<file path="src/bus_pkg.sv">
/*
  Read-channel field types shared by the splitter RTL and its testbench.
  Only the fields the splitter acts on are modelled; lock, cache, prot, qos are absent.
*/
`default_nettype none

package bus_pkg;

  // ----------------------------------------
  // Address channel fields
  // ----------------------------------------

  // Beats minus one of a burst
  typedef logic [7:0] len_t;

  // log2 of the bytes moved per beat
  typedef logic [2:0] size_t;

  // Burst address behaviour
  // Wrap is encoded but not supported by the splitter
  typedef enum logic [1:0] {
    BurstFixed = 2'b00,
    BurstIncr  = 2'b01,
    BurstWrap  = 2'b10
  } burst_e;

  // ----------------------------------------
  // Read data channel fields
  // ----------------------------------------

  // Response code returned with every R beat
  typedef enum logic [1:0] {
    RespOkay   = 2'b00,
    RespExokay = 2'b01,
    RespSlverr = 2'b10,
    RespDecerr = 2'b11
  } resp_e;

endpackage

`default_nettype wire

</file>
<file path="src/splitter_pkg.sv">
/*
  Splitter internals: FSM states and sizing of the tracker counters and slot index.
*/
`default_nettype none

package splitter_pkg;

  // AR side: waiting for a burst, or emitting its single-beat pieces
  typedef enum logic {ReqIdle, ReqBusy} req_state_e;

  // R side: forwarding beats, or holding one beat for upstream ready
  typedef enum logic {RFeed, RWait} r_state_e;

  // Remaining beats of a slot, one bit wider so len 255 still fits as 256
  typedef logic [$bits(bus_pkg::len_t):0] cnt_t;

  // Slot index width, never below one bit
  function automatic int unsigned idx_width(input int unsigned max_txns);
    return (max_txns > 1) ? $clog2(max_txns) : 1;
  endfunction

  // Counter value loaded when a slot is claimed
  function automatic cnt_t cnt_init(input bus_pkg::len_t len);
    return {1'b0, len} + cnt_t'(1);
  endfunction

endpackage

`default_nettype wire

</file>
<file path="src/splitter_ifs.sv">
/*
  Internal handshakes of the splitter. Transfers happen on a rising edge with
  valid/req and ready/gnt both high; tracker grants are combinational.
*/
`default_nettype none

// AR request between top, splitter and downstream port
interface burst_req_if #(
  parameter int unsigned ID_WIDTH   = 2,
  parameter int unsigned ADDR_WIDTH = 16
);
  logic [ID_WIDTH-1:0]   id;
  logic [ADDR_WIDTH-1:0] addr;
  bus_pkg::len_t         len;
  bus_pkg::size_t        size;
  bus_pkg::burst_e       burst;
  logic                  valid;
  logic                  ready;

  // Fields hold from valid until the transfer
  modport src (output id, addr, len, size, burst, valid, input ready);
  modport dst (input id, addr, len, size, burst, valid, output ready);
endinterface

// Slot claim from the splitter into the tracker
interface track_alloc_if #(
  parameter int unsigned ID_WIDTH = 2
);
  logic [ID_WIDTH-1:0] id;
  bus_pkg::len_t       len;
  logic                req;
  logic                gnt;

  modport src (output id, len, req, input gnt);
  modport dst (input id, len, req, output gnt);
endinterface

// Per-beat lookup and decrement from the rebuilder
interface track_read_if #(
  parameter int unsigned ID_WIDTH = 2
);
  logic [ID_WIDTH-1:0] id;
  bus_pkg::len_t       len;
  logic                dec;
  logic                req;
  logic                gnt;

  modport src (output id, dec, req, input len, gnt);
  modport dst (input id, dec, req, output len, gnt);
endinterface

`default_nettype wire

</file>
<file path="src/burst_len_tracker.sv">
/*
  Holds the remaining beat count of up to MAX_TXNS split bursts. Same-ID bursts
  retire in claim order; a slot is free whenever its counter is zero.
*/
`default_nettype none

module burst_len_tracker #(
  parameter int unsigned MAX_TXNS = 4,
  parameter int unsigned ID_WIDTH = 2
) (
  input  wire logic     clk_i,
  input  wire logic     rst_ni,
  track_alloc_if.dst    alloc,
  track_read_if.dst     rd
);

  localparam int unsigned IDX_W = splitter_pkg::idx_width(MAX_TXNS);

  // Per-slot state
  logic [ID_WIDTH-1:0]  tag_q  [MAX_TXNS];
  splitter_pkg::cnt_t   cnt_q  [MAX_TXNS];
  logic [IDX_W-1:0]     wait_q [MAX_TXNS];

  logic [MAX_TXNS-1:0]  free, head_match;
  logic [IDX_W-1:0]     free_idx, rd_idx, claim_wait;
  splitter_pkg::cnt_t   rd_rem;
  logic                 claim, dec, retire;

  // ----------------------------------------
  // Slot choice and ID lookup
  // ----------------------------------------
  always_comb begin
    free_idx = '0;
    rd_idx   = '0;
    for (int i = MAX_TXNS - 1; i >= 0; i--) begin
      free[i]       = (cnt_q[i] == '0);
      head_match[i] = !free[i] && (wait_q[i] == '0) && (tag_q[i] == rd.id);
      // Downward scan leaves the lowest free index
      if (free[i]) begin
        free_idx = IDX_W'(i);
      end
      // At most one head per ID
      if (head_match[i]) begin
        rd_idx = IDX_W'(i);
      end
    end
  end

  assign alloc.gnt = |free;
  assign rd.gnt    = |head_match;

  // Beats left after the one being looked up
  assign rd_rem = cnt_q[rd_idx] - splitter_pkg::cnt_t'(1);
  assign rd.len = rd_rem[$bits(bus_pkg::len_t)-1:0];

  assign claim  = alloc.req && alloc.gnt;
  assign dec    = rd.req && rd.gnt && rd.dec;
  assign retire = dec && (rd_rem == '0);

  // Older live bursts of the claiming ID, not counting one retiring right now
  always_comb begin
    claim_wait = '0;
    for (int i = 0; i < MAX_TXNS; i++) begin
      if (!free[i] && (tag_q[i] == alloc.id)) begin
        if (!(retire && (IDX_W'(i) == rd_idx))) begin
          claim_wait = claim_wait + IDX_W'(1);
        end
      end
    end
  end

  // ----------------------------------------
  // Slot registers
  // ----------------------------------------
  for (genvar g = 0; g < MAX_TXNS; g++) begin : gen_slot
    always_ff @(posedge clk_i or negedge rst_ni) begin
      if (!rst_ni) begin
        cnt_q[g]  <= '0;
        wait_q[g] <= '0;
      end else if (claim && (free_idx == IDX_W'(g))) begin
        cnt_q[g]  <= splitter_pkg::cnt_init(alloc.len);
        wait_q[g] <= claim_wait;
      end else begin
        if (dec && (rd_idx == IDX_W'(g))) begin
          cnt_q[g] <= cnt_q[g] - splitter_pkg::cnt_t'(1);
        end
        // Successor of a retiring burst moves up one place
        if (retire && !free[g] && (wait_q[g] != '0) && (tag_q[g] == tag_q[rd_idx])) begin
          wait_q[g] <= wait_q[g] - IDX_W'(1);
        end
      end
    end

    always_ff @(posedge clk_i) begin
      if (claim && (free_idx == IDX_W'(g))) begin
        tag_q[g] <= alloc.id;
      end
    end
  end

endmodule

`default_nettype wire

</file>
<file path="src/burst_req_splitter.sv">
/*
  Splits each accepted AR burst into single-beat requests. Wrap bursts are
  treated like fixed ones; the address of an incr burst steps by one beat size.
*/
`default_nettype none

module burst_req_splitter #(
  parameter int unsigned ID_WIDTH   = 2,
  parameter int unsigned ADDR_WIDTH = 16
) (
  input  wire logic     clk_i,
  input  wire logic     rst_ni,
  burst_req_if.dst      up,
  burst_req_if.src      down,
  track_alloc_if.src    alloc
);

  splitter_pkg::req_state_e state_d, state_q;

  // Remainder of the burst being split
  logic [ID_WIDTH-1:0]   id_d, id_q;
  logic [ADDR_WIDTH-1:0] addr_d, addr_q;
  bus_pkg::len_t         len_d, len_q;
  bus_pkg::size_t        size_d, size_q;
  bus_pkg::burst_e       burst_d, burst_q;

  // Address of the next piece
  function automatic logic [ADDR_WIDTH-1:0] step_addr(
    input logic [ADDR_WIDTH-1:0] addr,
    input bus_pkg::size_t        size,
    input bus_pkg::burst_e       burst
  );
    logic [ADDR_WIDTH-1:0] bytes;
    bytes = ADDR_WIDTH'(1) << size;
    return (burst == bus_pkg::BurstIncr) ? addr + bytes : addr;
  endfunction

  // Claim carries the full burst length
  assign alloc.id  = up.id;
  assign alloc.len = up.len;

  always_comb begin
    state_d  = state_q;
    id_d     = id_q;
    addr_d   = addr_q;
    len_d    = len_q;
    size_d   = size_q;
    burst_d  = burst_q;
    up.ready = 1'b0;
    alloc.req = 1'b0;
    // Pieces are always single beat
    down.id    = id_q;
    down.addr  = addr_q;
    down.len   = '0;
    down.size  = size_q;
    down.burst = burst_q;
    down.valid = 1'b0;

    case (state_q)
      splitter_pkg::ReqIdle: begin
        if (up.valid && alloc.gnt) begin
          down.id    = up.id;
          down.addr  = up.addr;
          down.size  = up.size;
          down.burst = up.burst;
          down.valid = 1'b1;
          if (up.len == '0) begin
            // Single beat already, pass through when downstream takes it
            up.ready  = down.ready;
            alloc.req = down.ready;
          end else begin
            // Store and acknowledge at once, first piece goes out now
            up.ready  = 1'b1;
            alloc.req = 1'b1;
            id_d      = up.id;
            size_d    = up.size;
            burst_d   = up.burst;
            len_d     = up.len;
            addr_d    = up.addr;
            if (down.ready) begin
              len_d  = up.len - bus_pkg::len_t'(1);
              addr_d = step_addr(up.addr, up.size, up.burst);
            end
            state_d = splitter_pkg::ReqBusy;
          end
        end
      end
      splitter_pkg::ReqBusy: begin
        down.valid = 1'b1;
        if (down.ready) begin
          if (len_q == '0) begin
            state_d = splitter_pkg::ReqIdle;
          end else begin
            len_d  = len_q - bus_pkg::len_t'(1);
            addr_d = step_addr(addr_q, size_q, burst_q);
          end
        end
      end
      default: state_d = splitter_pkg::ReqIdle;
    endcase
  end

  always_ff @(posedge clk_i or negedge rst_ni) begin
    if (!rst_ni) begin
      state_q <= splitter_pkg::ReqIdle;
    end else begin
      state_q <= state_d;
    end
  end

  always_ff @(posedge clk_i) begin
    id_q    <= id_d;
    addr_q  <= addr_d;
    len_q   <= len_d;
    size_q  <= size_d;
    burst_q <= burst_d;
  end

endmodule

`default_nettype wire

</file>
<file path="src/burst_splitter_top.sv">
/*
  Read-path AXI burst splitter. AW, W and B are not handled, and wrap bursts
  are not supported. At most MAX_TXNS split bursts are outstanding.
*/
`default_nettype none

module burst_splitter_top #(
  parameter int unsigned MAX_TXNS   = 4,
  parameter int unsigned ID_WIDTH   = 2,
  parameter int unsigned ADDR_WIDTH = 16,
  parameter int unsigned DATA_WIDTH = 32
) (
  input  wire logic                  clk_i,
  input  wire logic                  rst_ni,
  // Slave AR
  input  wire logic [ID_WIDTH-1:0]   s_ar_id_i,
  input  wire logic [ADDR_WIDTH-1:0] s_ar_addr_i,
  input  wire bus_pkg::len_t         s_ar_len_i,
  input  wire bus_pkg::size_t        s_ar_size_i,
  input  wire bus_pkg::burst_e       s_ar_burst_i,
  input  wire logic                  s_ar_valid_i,
  output logic                       s_ar_ready_o,
  // Master AR
  output logic [ID_WIDTH-1:0]        m_ar_id_o,
  output logic [ADDR_WIDTH-1:0]      m_ar_addr_o,
  output bus_pkg::len_t              m_ar_len_o,
  output bus_pkg::size_t             m_ar_size_o,
  output bus_pkg::burst_e            m_ar_burst_o,
  output logic                       m_ar_valid_o,
  input  wire logic                  m_ar_ready_i,
  // Master R
  input  wire logic [ID_WIDTH-1:0]   m_r_id_i,
  input  wire logic [DATA_WIDTH-1:0] m_r_data_i,
  input  wire bus_pkg::resp_e        m_r_resp_i,
  input  wire logic                  m_r_valid_i,
  output logic                       m_r_ready_o,
  // Slave R
  output logic [ID_WIDTH-1:0]        s_r_id_o,
  output logic [DATA_WIDTH-1:0]      s_r_data_o,
  output bus_pkg::resp_e             s_r_resp_o,
  output logic                       s_r_last_o,
  output logic                       s_r_valid_o,
  input  wire logic                  s_r_ready_i
);

  burst_req_if   #(.ID_WIDTH(ID_WIDTH), .ADDR_WIDTH(ADDR_WIDTH)) ar_up ();
  burst_req_if   #(.ID_WIDTH(ID_WIDTH), .ADDR_WIDTH(ADDR_WIDTH)) ar_down ();
  track_alloc_if #(.ID_WIDTH(ID_WIDTH)) alloc ();
  track_read_if  #(.ID_WIDTH(ID_WIDTH)) rd ();

  // ----------------------------------------
  // AR port mapping
  // ----------------------------------------
  assign ar_up.id     = s_ar_id_i;
  assign ar_up.addr   = s_ar_addr_i;
  assign ar_up.len    = s_ar_len_i;
  assign ar_up.size   = s_ar_size_i;
  assign ar_up.burst  = s_ar_burst_i;
  assign ar_up.valid  = s_ar_valid_i;
  assign s_ar_ready_o = ar_up.ready;

  assign m_ar_id_o     = ar_down.id;
  assign m_ar_addr_o   = ar_down.addr;
  assign m_ar_len_o    = ar_down.len;
  assign m_ar_size_o   = ar_down.size;
  assign m_ar_burst_o  = ar_down.burst;
  assign m_ar_valid_o  = ar_down.valid;
  assign ar_down.ready = m_ar_ready_i;

  // ----------------------------------------
  // Submodules
  // ----------------------------------------
  burst_req_splitter #(
    .ID_WIDTH   (ID_WIDTH),
    .ADDR_WIDTH (ADDR_WIDTH)
  ) i_burst_req_splitter (
    .clk_i  (clk_i),
    .rst_ni (rst_ni),
    .up     (ar_up),
    .down   (ar_down),
    .alloc  (alloc)
  );

  burst_len_tracker #(
    .MAX_TXNS (MAX_TXNS),
    .ID_WIDTH (ID_WIDTH)
  ) i_burst_len_tracker (
    .clk_i  (clk_i),
    .rst_ni (rst_ni),
    .alloc  (alloc),
    .rd     (rd)
  );

  read_last_rebuilder #(
    .ID_WIDTH   (ID_WIDTH),
    .DATA_WIDTH (DATA_WIDTH)
  ) i_read_last_rebuilder (
    .clk_i       (clk_i),
    .rst_ni      (rst_ni),
    .rd          (rd),
    .m_r_id_i    (m_r_id_i),
    .m_r_data_i  (m_r_data_i),
    .m_r_resp_i  (m_r_resp_i),
    .m_r_valid_i (m_r_valid_i),
    .m_r_ready_o (m_r_ready_o),
    .s_r_id_o    (s_r_id_o),
    .s_r_data_o  (s_r_data_o),
    .s_r_resp_o  (s_r_resp_o),
    .s_r_last_o  (s_r_last_o),
    .s_r_valid_o (s_r_valid_o),
    .s_r_ready_i (s_r_ready_i)
  );

endmodule

`default_nettype wire

</file>
<file path="src/read_last_rebuilder.sv">
/*
  Restores R last from the tracker counts. A beat is only forwarded once its
  ID has a head slot in the tracker, so responses for unknown IDs stall.
*/
`default_nettype none

module read_last_rebuilder #(
  parameter int unsigned ID_WIDTH   = 2,
  parameter int unsigned DATA_WIDTH = 32
) (
  input  wire logic                  clk_i,
  input  wire logic                  rst_ni,
  track_read_if.src                  rd,
  // Downstream R
  input  wire logic [ID_WIDTH-1:0]   m_r_id_i,
  input  wire logic [DATA_WIDTH-1:0] m_r_data_i,
  input  wire bus_pkg::resp_e        m_r_resp_i,
  input  wire logic                  m_r_valid_i,
  output logic                       m_r_ready_o,
  // Upstream R
  output logic [ID_WIDTH-1:0]        s_r_id_o,
  output logic [DATA_WIDTH-1:0]      s_r_data_o,
  output bus_pkg::resp_e             s_r_resp_o,
  output logic                       s_r_last_o,
  output logic                       s_r_valid_o,
  input  wire logic                  s_r_ready_i
);

  splitter_pkg::r_state_e state_d, state_q;
  logic                   last_d, last_q;

  // Payload is untouched, only last is rebuilt
  assign s_r_id_o   = m_r_id_i;
  assign s_r_data_o = m_r_data_i;
  assign s_r_resp_o = m_r_resp_i;
  assign rd.id      = m_r_id_i;

  always_comb begin
    state_d     = state_q;
    last_d      = last_q;
    rd.req      = 1'b0;
    rd.dec      = 1'b0;
    m_r_ready_o = 1'b0;
    s_r_valid_o = 1'b0;
    s_r_last_o  = 1'b0;

    case (state_q)
      splitter_pkg::RFeed: begin
        if (m_r_valid_i) begin
          rd.req = 1'b1;
          if (rd.gnt) begin
            // Counter moves on now, even if upstream stalls
            last_d      = (rd.len == '0);
            rd.dec      = 1'b1;
            s_r_last_o  = last_d;
            s_r_valid_o = 1'b1;
            if (s_r_ready_i) begin
              m_r_ready_o = 1'b1;
            end else begin
              state_d = splitter_pkg::RWait;
            end
          end
        end
      end
      splitter_pkg::RWait: begin
        // Same beat again with the stored last, no second decrement
        s_r_last_o  = last_q;
        s_r_valid_o = m_r_valid_i;
        if (m_r_valid_i && s_r_ready_i) begin
          m_r_ready_o = 1'b1;
          state_d     = splitter_pkg::RFeed;
        end
      end
      default: state_d = splitter_pkg::RFeed;
    endcase
  end

  always_ff @(posedge clk_i or negedge rst_ni) begin
    if (!rst_ni) begin
      state_q <= splitter_pkg::RFeed;
      last_q  <= 1'b0;
    end else begin
      state_q <= state_d;
      last_q  <= last_d;
    end
  end

endmodule

`default_nettype wire

</file>
<file path="config.mk">
export PLATFORM = sky130hd
export DESIGN_NAME = burst_splitter_top
export DESIGN_NICKNAME = d
export VERILOG_FILES = /design/src/bus_pkg.sv /design/src/splitter_pkg.sv /design/src/splitter_ifs.sv /design/src/burst_len_tracker.sv /design/src/burst_req_splitter.sv /design/src/burst_splitter_top.sv /design/src/read_last_rebuilder.sv
export SDC_FILE = /design/constraint.sdc
export NUM_CORES = 1
export LEC_CHECK = 0
export BUFFER_PORTS_ARGS = -buffer_cell sky130_fd_sc_hd__buf_4
export CAP_MARGIN = 20
export CORE_MARGIN = 8
export CORE_UTILIZATION = 50
export CTS_CLUSTER_DIAMETER = 150
export DETAILED_ROUTE_END_ITERATION = 10
export PLACE_DENSITY = 0.74
export REMOVE_ABC_BUFFERS = 1
export SLEW_MARGIN = 40
export SYNTH_ARGS = -nofsm -noshare
export SYNTH_HDL_FRONTEND = slang
export SYNTH_SLANG_ARGS = --single-unit
export TNS_END_PERCENT = 20
</file>
<file path="constraint.sdc">
create_clock -name clk_i -period 10.5 [get_ports clk_i]
set_clock_uncertainty 0.2 [all_clocks]
set_input_delay 2.1 -clock clk_i [delete_from_list [all_inputs] [get_ports clk_i]]
set_output_delay 2.1 -clock clk_i [all_outputs]
set_load 0.05 [all_outputs]
</file>
==> results of run 1 <==
[synth_stat cells (6+ instances only)]
library cell	n
o21a_1	7
edfxtp_1	39
nor2_1	82
mux2_2	23
xor2_1	28
dfrtp_1	47
inv_1	45
o21ai_0	52
nand2_1	66
nor4_1	9
nand3_1	24
a211oi_1	9
ha_1	32
nor3_1	20
nand4_1	10
buf_2	6
xnor2_1	60
mux2i_1	16
a21oi_1	33
buf_4	44
clkbuf_1	22
o211ai_1	8
and3_1	11
[flip-flops by register name, summed over array words and instances (netlist names), 2 cells and up]
register                      count
i_burst_req_splitter.len_q        8
i_burst_len_tracker.cnt_q        36
i_burst_len_tracker.tag_q         8
i_burst_req_splitter.addr_q      16
i_burst_req_splitter.burst_q      2
i_burst_req_splitter.id_q         2
i_burst_len_tracker.wait_q        8
i_burst_req_splitter.size_q       3
[final timing paths]
path                                                    start                       endpoint  slack (ps)  cells after the start
worst min-delay path             i_burst_len_tracker.cnt_q[0]   i_burst_len_tracker.cnt_q[0]         310                      2
min in group asynchronous                              rst_ni  i_burst_len_tracker.cnt_q[30]        1560                      1
worst min register to register   i_burst_len_tracker.cnt_q[0]   i_burst_len_tracker.cnt_q[0]         310                      2
worst max-delay path                              m_r_id_i[0]                     s_r_last_o        3830                      9
max in group asynchronous                              rst_ni   i_read_last_rebuilder.last_q        8120                      1
worst max register to register  i_burst_len_tracker.cnt_q[11]  i_burst_len_tracker.wait_q[7]        6160                     13
[metal layers]
metal  share of wire  vias up
met5               0        -
met4           0.019        0
met3           0.076       35
met2            0.45      229
met1            0.45     2783
li1                -     2876
[cells in the final DEF, fill, tap and decap left out, types with 4 or more instances in the layout]
| master | instances |
|---|---|
| a211oi_1 | 9 |
| a21boi_0 | 5 |
| a21o_1 | 5 |
| a21oi_1 | 32 |
| a221o_1 | 5 |
| a22oi_1 | 4 |
| a31oi_1 | 4 |
| and2_1 | 4 |
| and3_1 | 11 |
| buf_4 | 71 |
| clkbuf_16 | 9 |
| conb_1 | 8 |
| dfrtp_1 | 47 |
| edfxtp_1 | 39 |
| ha_1 | 32 |
| inv_1 | 45 |
| mux2_2 | 23 |
| mux2i_1 | 16 |
| nand2_1 | 66 |
| nand3_1 | 24 |
| nand4_1 | 10 |
| nor2_1 | 82 |
| nor2b_1 | 5 |
| nor3_1 | 19 |
| nor3b_1 | 5 |
| nor4_1 | 9 |
| nor4b_1 | 4 |
| o211ai_1 | 8 |
| o21a_1 | 7 |
| o21ai_0 | 52 |
| o22ai_1 | 5 |
| o31ai_1 | 5 |
| or3_1 | 4 |
| xnor2_1 | 60 |
| xor2_1 | 28 |
[worst reg2reg max path: cells and delay by family, from the launching register on]
| kind | cells | cell delay [ps] |
|---|---|---|
| and+or+nand+nor | 2 | 670 |
| DFF | 1 | 510 |
| AOI/OAI and AO/OA | 8 | 2300 |
| adders and majority gates | 1 | 320 |
| muxes | 2 | 260 |
[cell type report]
cell class / instances / area [um^2]
Clock inverter: 7 / 52.6
Tap cell: 180 / 225
Sequential cell: 86 / 2350
Timing Repair Buffer: 71 / 533
Clock buffer: 9 / 225
Inverter: 47 / 176
Fill cell: 1267 / 6190
Multi-Input combinational cell: 611 / 4190
[power by group through the flow]
stage	clock network, mW	logic [mW]	registers (mW)
2_1_floorplan	0	0.565	0.594
3_3_place_gp	0	0.759	0.606
3_5_place_dp	0	0.772	0.609
4_1_cts	0.318	0.777	0.603
5_1_grt	0.334	0.866	0.621
6_report	0.313	0.781	0.606
[through the flow]
stage	utilization	setup slack (ps)	power [mW]	std cells	hold WS (ps)
finish	0.556	3830	1.70	1011	305
global route	0.556	3680	1.82	1011	332
CTS	0.555	3860	1.70	1011	302
detailed placement	0.535	3870	1.38	995	287
global placement	0.535	3910	1.36	995	281
floorplan	-	4160	1.16	744	267
[logic make-up (layout without fill, tap and decap cells)]
| family | Yosys count | in the layout | share of synthesized area |
|---|---|---|---|
| AO/OA/AOI/OAI | 169 | 169 | 0.155 |
| other | 1 | 8 | 0.000524 |
| multiplexers | 40 | 40 | 0.0601 |
| buffers and inverters | 126 | 134 | 0.0925 |
| AND/OR/NAND/NOR | 272 | 272 | 0.195 |
| XOR/XNOR | 88 | 88 | 0.108 |
| adder cells (fa/ha/maj) | 34 | 34 | 0.0615 |
| flip-flops | 86 | 86 | 0.328 |
==> results.md, run 1 <==
* Worst-path fanout max at 9
* Crit path DAT at 4370 ps
* Post-CTS resize count at 0
* Max-slew headroom at 0.487
* Switching Share at 0.436
* Post-Layout Inst Area at 7750 um^2
* Pwr dens at 219 nW/um^2
* Hold Buf Count CTS at 0
* GRT Overall Usage at 0.211
* Yosys warns at 0
* Number of iterations in the first detailed-routing pass at 6
* Fin Setup TNS at 0 ps
* Max Fclk at ~0.15 GHz
* Ratio of cells with drive above 1 in the final layout at 0.155
* Yosys cell types at 77
* Final setup fails at 0
* Top_reg_cell synth: dfrtp_1
* ANT nets after route at 0
* Cell Area, Placed at 7460 um^2
* Grt met2 use at 0.324
* Worst hold path type: reg2reg
* Worst-path clk slew at 70 ps
* Antenna violations before repair at 0
* Clock tree root buffer cell: clkbuf_16
* Crit path time final at around 6700 ps
* Worst path max stage delay at roughly 480 ps
* Clk_lat worst skew at 360 ps
* Max-cap violations at 0
* DP Wirelength at about 14 mm
* Number of I/O port buffers at 68
* CP required at 8200 ps
* Final net count at approximately 930
* RSZ-0062 raised after global routing: no
* Starting Density at 0.514
* Total CTS buffers at 9
* Met1 Resource Use GR at 0.269
* Core Area at 13900 um^2
* Crit. End Element: primary output
* Status: finished clean
* Antenna Cells at 0
* Mapped Area at roughly 7200 um^2
* Total Wirelength at approximately 19 mm
* Kind of critical path: in2out
* Postcts setup bufs at 0
* Final Hold Vio Count at 0
* WP buf/inv at 2
* CP max-delay cell: or3b_1
* Yosys top cell by area: dfrtp_1
* Psw at roughly 740 uW
* Crit-path leading delay family: simple AND/OR/NAND/NOR gates
* Initial DRC Count at 439
* Flop pwr share at 0.356
* Global-route wire length before repair at 30.6 mm
* Die ar. at 18400 um^2
* Share of the synthesized area in the top cell type at 0.164
* Vias at 5923
* Max Slew Vio Count at 0
* Wirelength per Cell at 18.9 um
* Via density at 5.86
* P_leak at 3.23 nW
* Logic pwr share at 0.459
* Routability cong. at 0.916
* Period utilisation layout at 0.635
* GRT overflow at 0
* Vias in the first global route at 5805
* Cell-internal power at around 960 uW
* Placement Rows at 43
* Area Growth Syn to Fin at 8.29%
* Residual DRC at 0
* Clk buf depth at 2
* H-tree levels at 3
* Worst-Margin Slew at between 700 and 800 ps
* Worst path cell trace: buf_4, xnor2_1, and3_1, a22oi_2, a221oi_2, and3_1, or3b_1, nand2_1, buf_4
* CP Launch Type: input port
* #FFs+latches synth at 86
* Synthesized instance count at between 800 and 900
* Met3 Resource Use GR at 0.0742
* Top area cells in the synthesized netlist: dfrtp_1 16%, edfxtp_1 16%, xnor2_1 7.3%
* Asr flop ratio synth at 0.547
* Post-synth EDFFs at 39
* Clock power frac at 0.184
* Die Span Y at 136 um
* Post-synthesis sequential area ratio at 0.328
* Top Usage Layer GRT: met2
* Die width at 136 um
* Boundary Pins at 145
* Largest net degree at the start of global routing at 48
* CTS tree: built
* CTS sink count at 86
* VDD IR max at 104 uV
* Mapped Avg Cell Area at 8.77 um^2
(Power assumes the default switching activity.)
==> run 2, diff against run 1 <==
==> constraint.sdc (replaced) <==
create_clock -name clk_i -period 6.6 [get_ports clk_i]
set_clock_uncertainty 0.2 [all_clocks]
set_input_delay 1.32 -clock clk_i [delete_from_list [all_inputs] [get_ports clk_i]]
set_output_delay 1.32 -clock clk_i [all_outputs]
set_load 0.05 [all_outputs]
==> results.md, run 2 (synthesis gave the netlist of run 1 again) <==
* Status: finished clean
* CP required at about 5000 ps
* Period utilisation layout at 0.775
* Postcts setup bufs at 0
* Hold_ws at between 200 and 300 ps
* Clk_lat worst skew at approximately 350 ps
* Clk buf depth at 2
* Crit. End Element: primary output
* Routability cong. at 0.921
* Worst-path clk slew at 60 ps
* # fillers at 1258
* Die Span Y at around 140 um
* Crit path DAT at 3600 ps
* Total Wirelength at 19.1 mm
* DP Wirelength at 14.6 mm
* P_leak at 3.24 nW
* VDD IR max at 211 uV
* ANT nets after route at 0
* Final Hold Vio Count at 0
* Max Fclk at 0.195 GHz
* CP Launch Type: input port
* Worst hold path type: reg2reg
* Crit path time final at 5120 ps
* Antenna Cells at 0
* Hold Buf Count CTS at 0
* Worst-path fanout max at 9
* Placement Rows at 43
* Most frequent cells in the layout: 82 x nor2_1, 71 x buf_4, 66 x nand2_1, 60 x xnor2_1, 52 x o21ai_0
* Clock tree root buffer cell: clkbuf_16
* Final net count at approximately 930
* Post-CTS resize count at 0
* Wirelength per Cell at 18.9 um
* Final Power at around 2.7 mW
* Final setup fails at 0
* Residual DRC at 0
* Ratio of cells with drive above 1 in the final layout at 0.152
* Reg with most FFs: i_burst_len_tracker.cnt_q
* Fin Setup TNS at 0 ps
* Commonest non-fill, non-tap cell in the layout: nor2_1
* GRT Overall Usage at 0.210
* CTS sink count at 86
* Footprint of the multi-input gates at ~4200 um^2
* GRT overflow at 0
* Max reg flops at 36
* Via density at 5.89
* Max-slew headroom at 0.484
* CTS tree: built
* Boundary Pins at 145
* Max-cap violations at 0
* Worst-Margin Slew at 773 ps
* Top flop regs: i_burst_len_tracker.cnt_q: 36 flops, i_burst_req_splitter.addr_q: 16 flops
* Largest net degree at the start of global routing at 48
* Die ar. at around 18000 um^2
* Pwr dens at 348 nW/um^2
* Global-route wire length before repair at roughly 31 mm
* Max Slew Vio Count at 0
* Area Growth Syn to Fin at 8.39%
* Number of iterations in the first detailed-routing pass at 5
* Initial DRC Count at between 300 and 400
* Core Area at 13900 um^2
* Kind of critical path: in2out
* Sequential cell area at 2350 um^2
* Total CTS buffers at 9
* Starting Density at 0.514
* Vias at 5956
* Antenna violations before repair at 0
* Die width at 136 um
* Number of I/O port buffers at 68
* H-tree levels at 3
* Vias in the first global route at between 5k and 6k
* RSZ-0062 raised after global routing: no
==> run 2: path summary, 6_finish.rpt <==
kind | startpoint | to | slack, ps | depth (start not counted)
worst max-delay path | m_r_id_i[0] | s_r_last_o | 1480 | 9
worst min register to register | i_burst_len_tracker.cnt_q[0] | i_burst_len_tracker.cnt_q[0] | 290 | 2
min in group asynchronous | rst_ni | i_burst_len_tracker.cnt_q[27] | 780 | 1
worst min-delay path | i_burst_len_tracker.cnt_q[0] | i_burst_len_tracker.cnt_q[0] | 290 | 2
worst max register to register | i_burst_len_tracker.cnt_q[11] | i_burst_len_tracker.wait_q[3] | 2450 | 13
max in group asynchronous | rst_ni | i_burst_len_tracker.wait_q[6] | 4990 | 1
==> run 2: layout make-up <==
class                      instances  area share
sequential                        86       0.303
timing repair buffer              71      0.0687
clock buffer                      14      0.0355
clock inverter                     2     0.00177
inverter                          47      0.0227
tap                              180      0.0290
multi-input combinational        611       0.540
==> run 2: report_power, final <==
| group | switching, mW | internal [mW] | leakage [nW] |
|---|---|---|---|
| clock | 0.209 | 0.289 | 0.142 |
| sequential | 0.179 | 0.781 | 0.948 |
| combinational | 0.757 | 0.486 | 2.15 |
==> run 2: critical path: stages <==
cell and delay, ps:
buf_4 150, xnor2_1 190, and3_1 380, a22oi_2 210, a221oi_2 320, and3_1 260, or3b_1 480, nand2_1 100
buf_4 190
==> run 2: routing by layer <==
layer | track usage | routed length, um | up-vias
met4 | 0.0790 | 345 | 0
met3 | 0.0690 | 1500 | 28
met1 | 0.265 | 8570 | 2836
met2 | 0.324 | 8650 | 217
met5 | 0.0222 | 0 | -
li1 | - | - | 2875
==> run 2: per-stage QoR <==
stage	cell area (um^2)	utilization	cells	setup slack (ps)
global route	7760	0.557	1011	1300
global placement	7450	0.535	995	1570
finish	7760	0.557	1011	1480
CTS	7750	0.556	1011	1510
detailed placement	7460	0.535	995	1510
floorplan	6700	-	744	1820
==> run 3, diff against run 2 <==
--- a/config.mk
+++ b/config.mk
@@ -11,7 +11,7 @@
 export CORE_UTILIZATION = 50
 export CTS_CLUSTER_DIAMETER = 150
 export DETAILED_ROUTE_END_ITERATION = 10
-export PLACE_DENSITY = 0.74
+export PLACE_DENSITY = 0.77
 export REMOVE_ABC_BUFFERS = 1
 export SLEW_MARGIN = 40
 export SYNTH_ARGS = -nofsm -noshare
==> constraint.sdc (replaced) <==
create_clock -name clk_i -period 4.4 [get_ports clk_i]
set_clock_uncertainty 0.2 [all_clocks]
set_input_delay 0.88 -clock clk_i [delete_from_list [all_inputs] [get_ports clk_i]]
set_output_delay 0.88 -clock clk_i [all_outputs]
set_load 0.05 [all_outputs]
==> results.md, run 3 (synthesis gave the netlist of run 1 again) <==
* Max reg flops at 36
* Die width at 136 um
* Antenna violations before repair at 0
* H-tree levels at 3
* Met1 wire length at 8.80 mm
* Clk_lat worst skew at about 360 ps
* Cell-internal power at 2.38 mW
* Switching Share at 0.426
* Sequential cell area at 2350 um^2
* Number of iterations in the first detailed-routing pass at 5
* Worst hold path type: reg2reg
* Largest net degree at the start of global routing at 48
* CP required at between 3000 and 4000 ps
* Period utilisation layout at 0.975
* CP max-delay cell: or4_4
* Final net count at between 900 and 1k
* Kind of critical path: reg2out
* Worst path cell trace: or4_4, nand4bb_4, and2_2, a221oi_2, and3_1, or3b_1, nand2_1, buf_4
* Footprint of the multi-input gates at 4190 um^2
* # fillers at between 1k and 1.5k
* Crit path time final at about 4300 ps
* Final setup fails at 0
* Boundary Pins at 145
* RSZ-0062 raised after global routing: yes
* RR Endpoint: i_burst_len_tracker.wait_q[7]
* Most frequent cells in the layout: 83 x buf_4, 82 x nor2_1, 66 x nand2_1, 60 x xnor2_1, 52 x o21ai_0
* Met2 wire len at 8.98 mm
* Worst reg2reg path startpoint: i_burst_len_tracker.cnt_q[11]
* Vias in the first global route at a little over 6k
* Top flop regs: i_burst_len_tracker.cnt_q: 36 flops, i_burst_req_splitter.addr_q: 16 flops
* Status: finished clean
* Reg with most FFs: i_burst_len_tracker.cnt_q
* Max-cap violations at 0
* P_leak at 3.29 nW
* Routability cong. at 0.929
* Starting Density at 0.514
* Clock power frac at 0.187
* CTS sink count at 86
* GRT Overall Usage at 0.219
* Flop pwr share at 0.350
* Die ar. at 18400 um^2
* Total CTS buffers at 9
* Final Power at 4.15 mW
* Uppermost routed layer: met5
* Post-Layout Cell Count at 1024
* DP Cell Count at 1007
* Worst path max stage delay at 580 ps
* Global-route wire length before repair at 31.6 mm
* Antenna Cells at 0
* Crit. End Element: primary output
* R2r setup slk at 460 ps
* Post-Layout Inst Area at 7880 um^2
* Crit. Startpoint: i_burst_len_tracker.cnt_q[31]
* CP Launch Type: flip-flop
* Worst-Margin Slew at ~670 ps
* Number of I/O port buffers at 68
* GRT overflow at 0
* Residual DRC at 0
* FF-to-FF path depth at 13
* CP endpoint: s_r_last_o
* Die Span Y at around 140 um
* CTS tree: built
* Clock tree root buffer cell: clkbuf_16
* Max-slew headroom at 0.542
* Vias at approximately 6.1k
* Psw at 1.77 mW
* Core Area at 13900 um^2
* Area Growth Syn to Fin at 10.1%
* VDD IR max at 234 uV
* Max Slew Vio Count at 0
* Wirelength per Cell at 19.4 um
* Via density at 5.92
* Worst-path fanout max at 10
* Pwr dens at 527 nW/um^2
* Clk buf depth at 2
* DP Wirelength at about 15 mm
* Initial DRC Count at 454
* Total Wirelength at a little under 20 mm
* Final Hold Vio Count at 0
* Max Fclk at 0.233 GHz
* Worst-path clk slew at 60 ps
* Logic pwr share at 0.463
* Cell Area, Placed at 7560 um^2
* Hold Buf Count CTS at 0
* ANT nets after route at 0
* WL met3 at 1.41 mm
* Placement Rows at 43
* Ratio of cells with drive above 1 in the final layout at 0.171
* Commonest non-fill, non-tap cell in the layout: buf_4
* Crit path DAT at 3210 ps
[run 3: critical path: cells and delay by family, from the launching register on]
family	cells	cell delay [ps]
compound gates	1	280
buf+inv	1	190
flops	1	430
simple gates	6	1950
[run 3: power groups by stage]
stage	sequential, mW	clock (mW)	combinational (mW)
detailed placement	1.46	0	1.88
floorplan	1.42	0	1.35
CTS	1.45	0.786	1.89
global route	1.49	0.824	2.11
finish	1.45	0.777	1.92
global placement	1.44	0	1.84
[run 3: metal layers]
layer | global-route usage | vias to the layer above
met2 | 0.339 | 216
met3 | 0.0597 | 34
met1 | 0.277 | 2910
met5 | 0.0332 | -
met4 | 0.0944 | 2
li1 | - | 2902
[run 3: repair_timing]
action | 4_1_cts | 5_1_grt
setup buffers | 0 | 1
endpoints found under the setup margin | 0 | 4
resized for setup | 0 | 6
[run 3: final cells by class]
class,instances,area share
Tap cell,180,0.0286
Sequential cell,86,0.298
Clock buffer,11,0.0295
Inverter,47,0.0224
Timing Repair Buffer,84,0.0816
Clock inverter,5,0.00747
Multi-Input combinational cell,611,0.532
[run 3: per-stage QoR]
stage | util | TNS, ps | hold slack (ps) | setup slack [ps]
floorplan | - | 0 | 267 | 299
global placement | 0.542 | 0 | 283 | 240
detailed placement | 0.542 | 0 | 294 | 71.2
CTS | 0.563 | 0 | 308 | 102
global route | 0.565 | -14.6 | 317 | -14.6
finish | 0.565 | 0 | 301 | 109
[run 3: worst min-delay path by stage]
| stage | to | start | slack, ps | cells after the start |
|---|---|---|---|---|
| final | i_burst_len_tracker.cnt_q[0] | i_burst_len_tracker.cnt_q[0] | 300 | 2 |
| after global routing | i_burst_len_tracker.cnt_q[0] | i_burst_len_tracker.cnt_q[0] | 320 | 2 |
| after CTS | i_burst_len_tracker.cnt_q[0] | i_burst_len_tracker.cnt_q[0] | 310 | 2 |
| after detailed placement | i_burst_len_tracker.cnt_q[0] | i_burst_len_tracker.cnt_q[0] | 290 | 2 |
| after global placement | i_burst_len_tracker.cnt_q[0] | i_burst_len_tracker.cnt_q[0] | 280 | 2 |
| after floorplan | i_burst_len_tracker.cnt_q[0] | i_burst_len_tracker.cnt_q[0] | 270 | 2 |
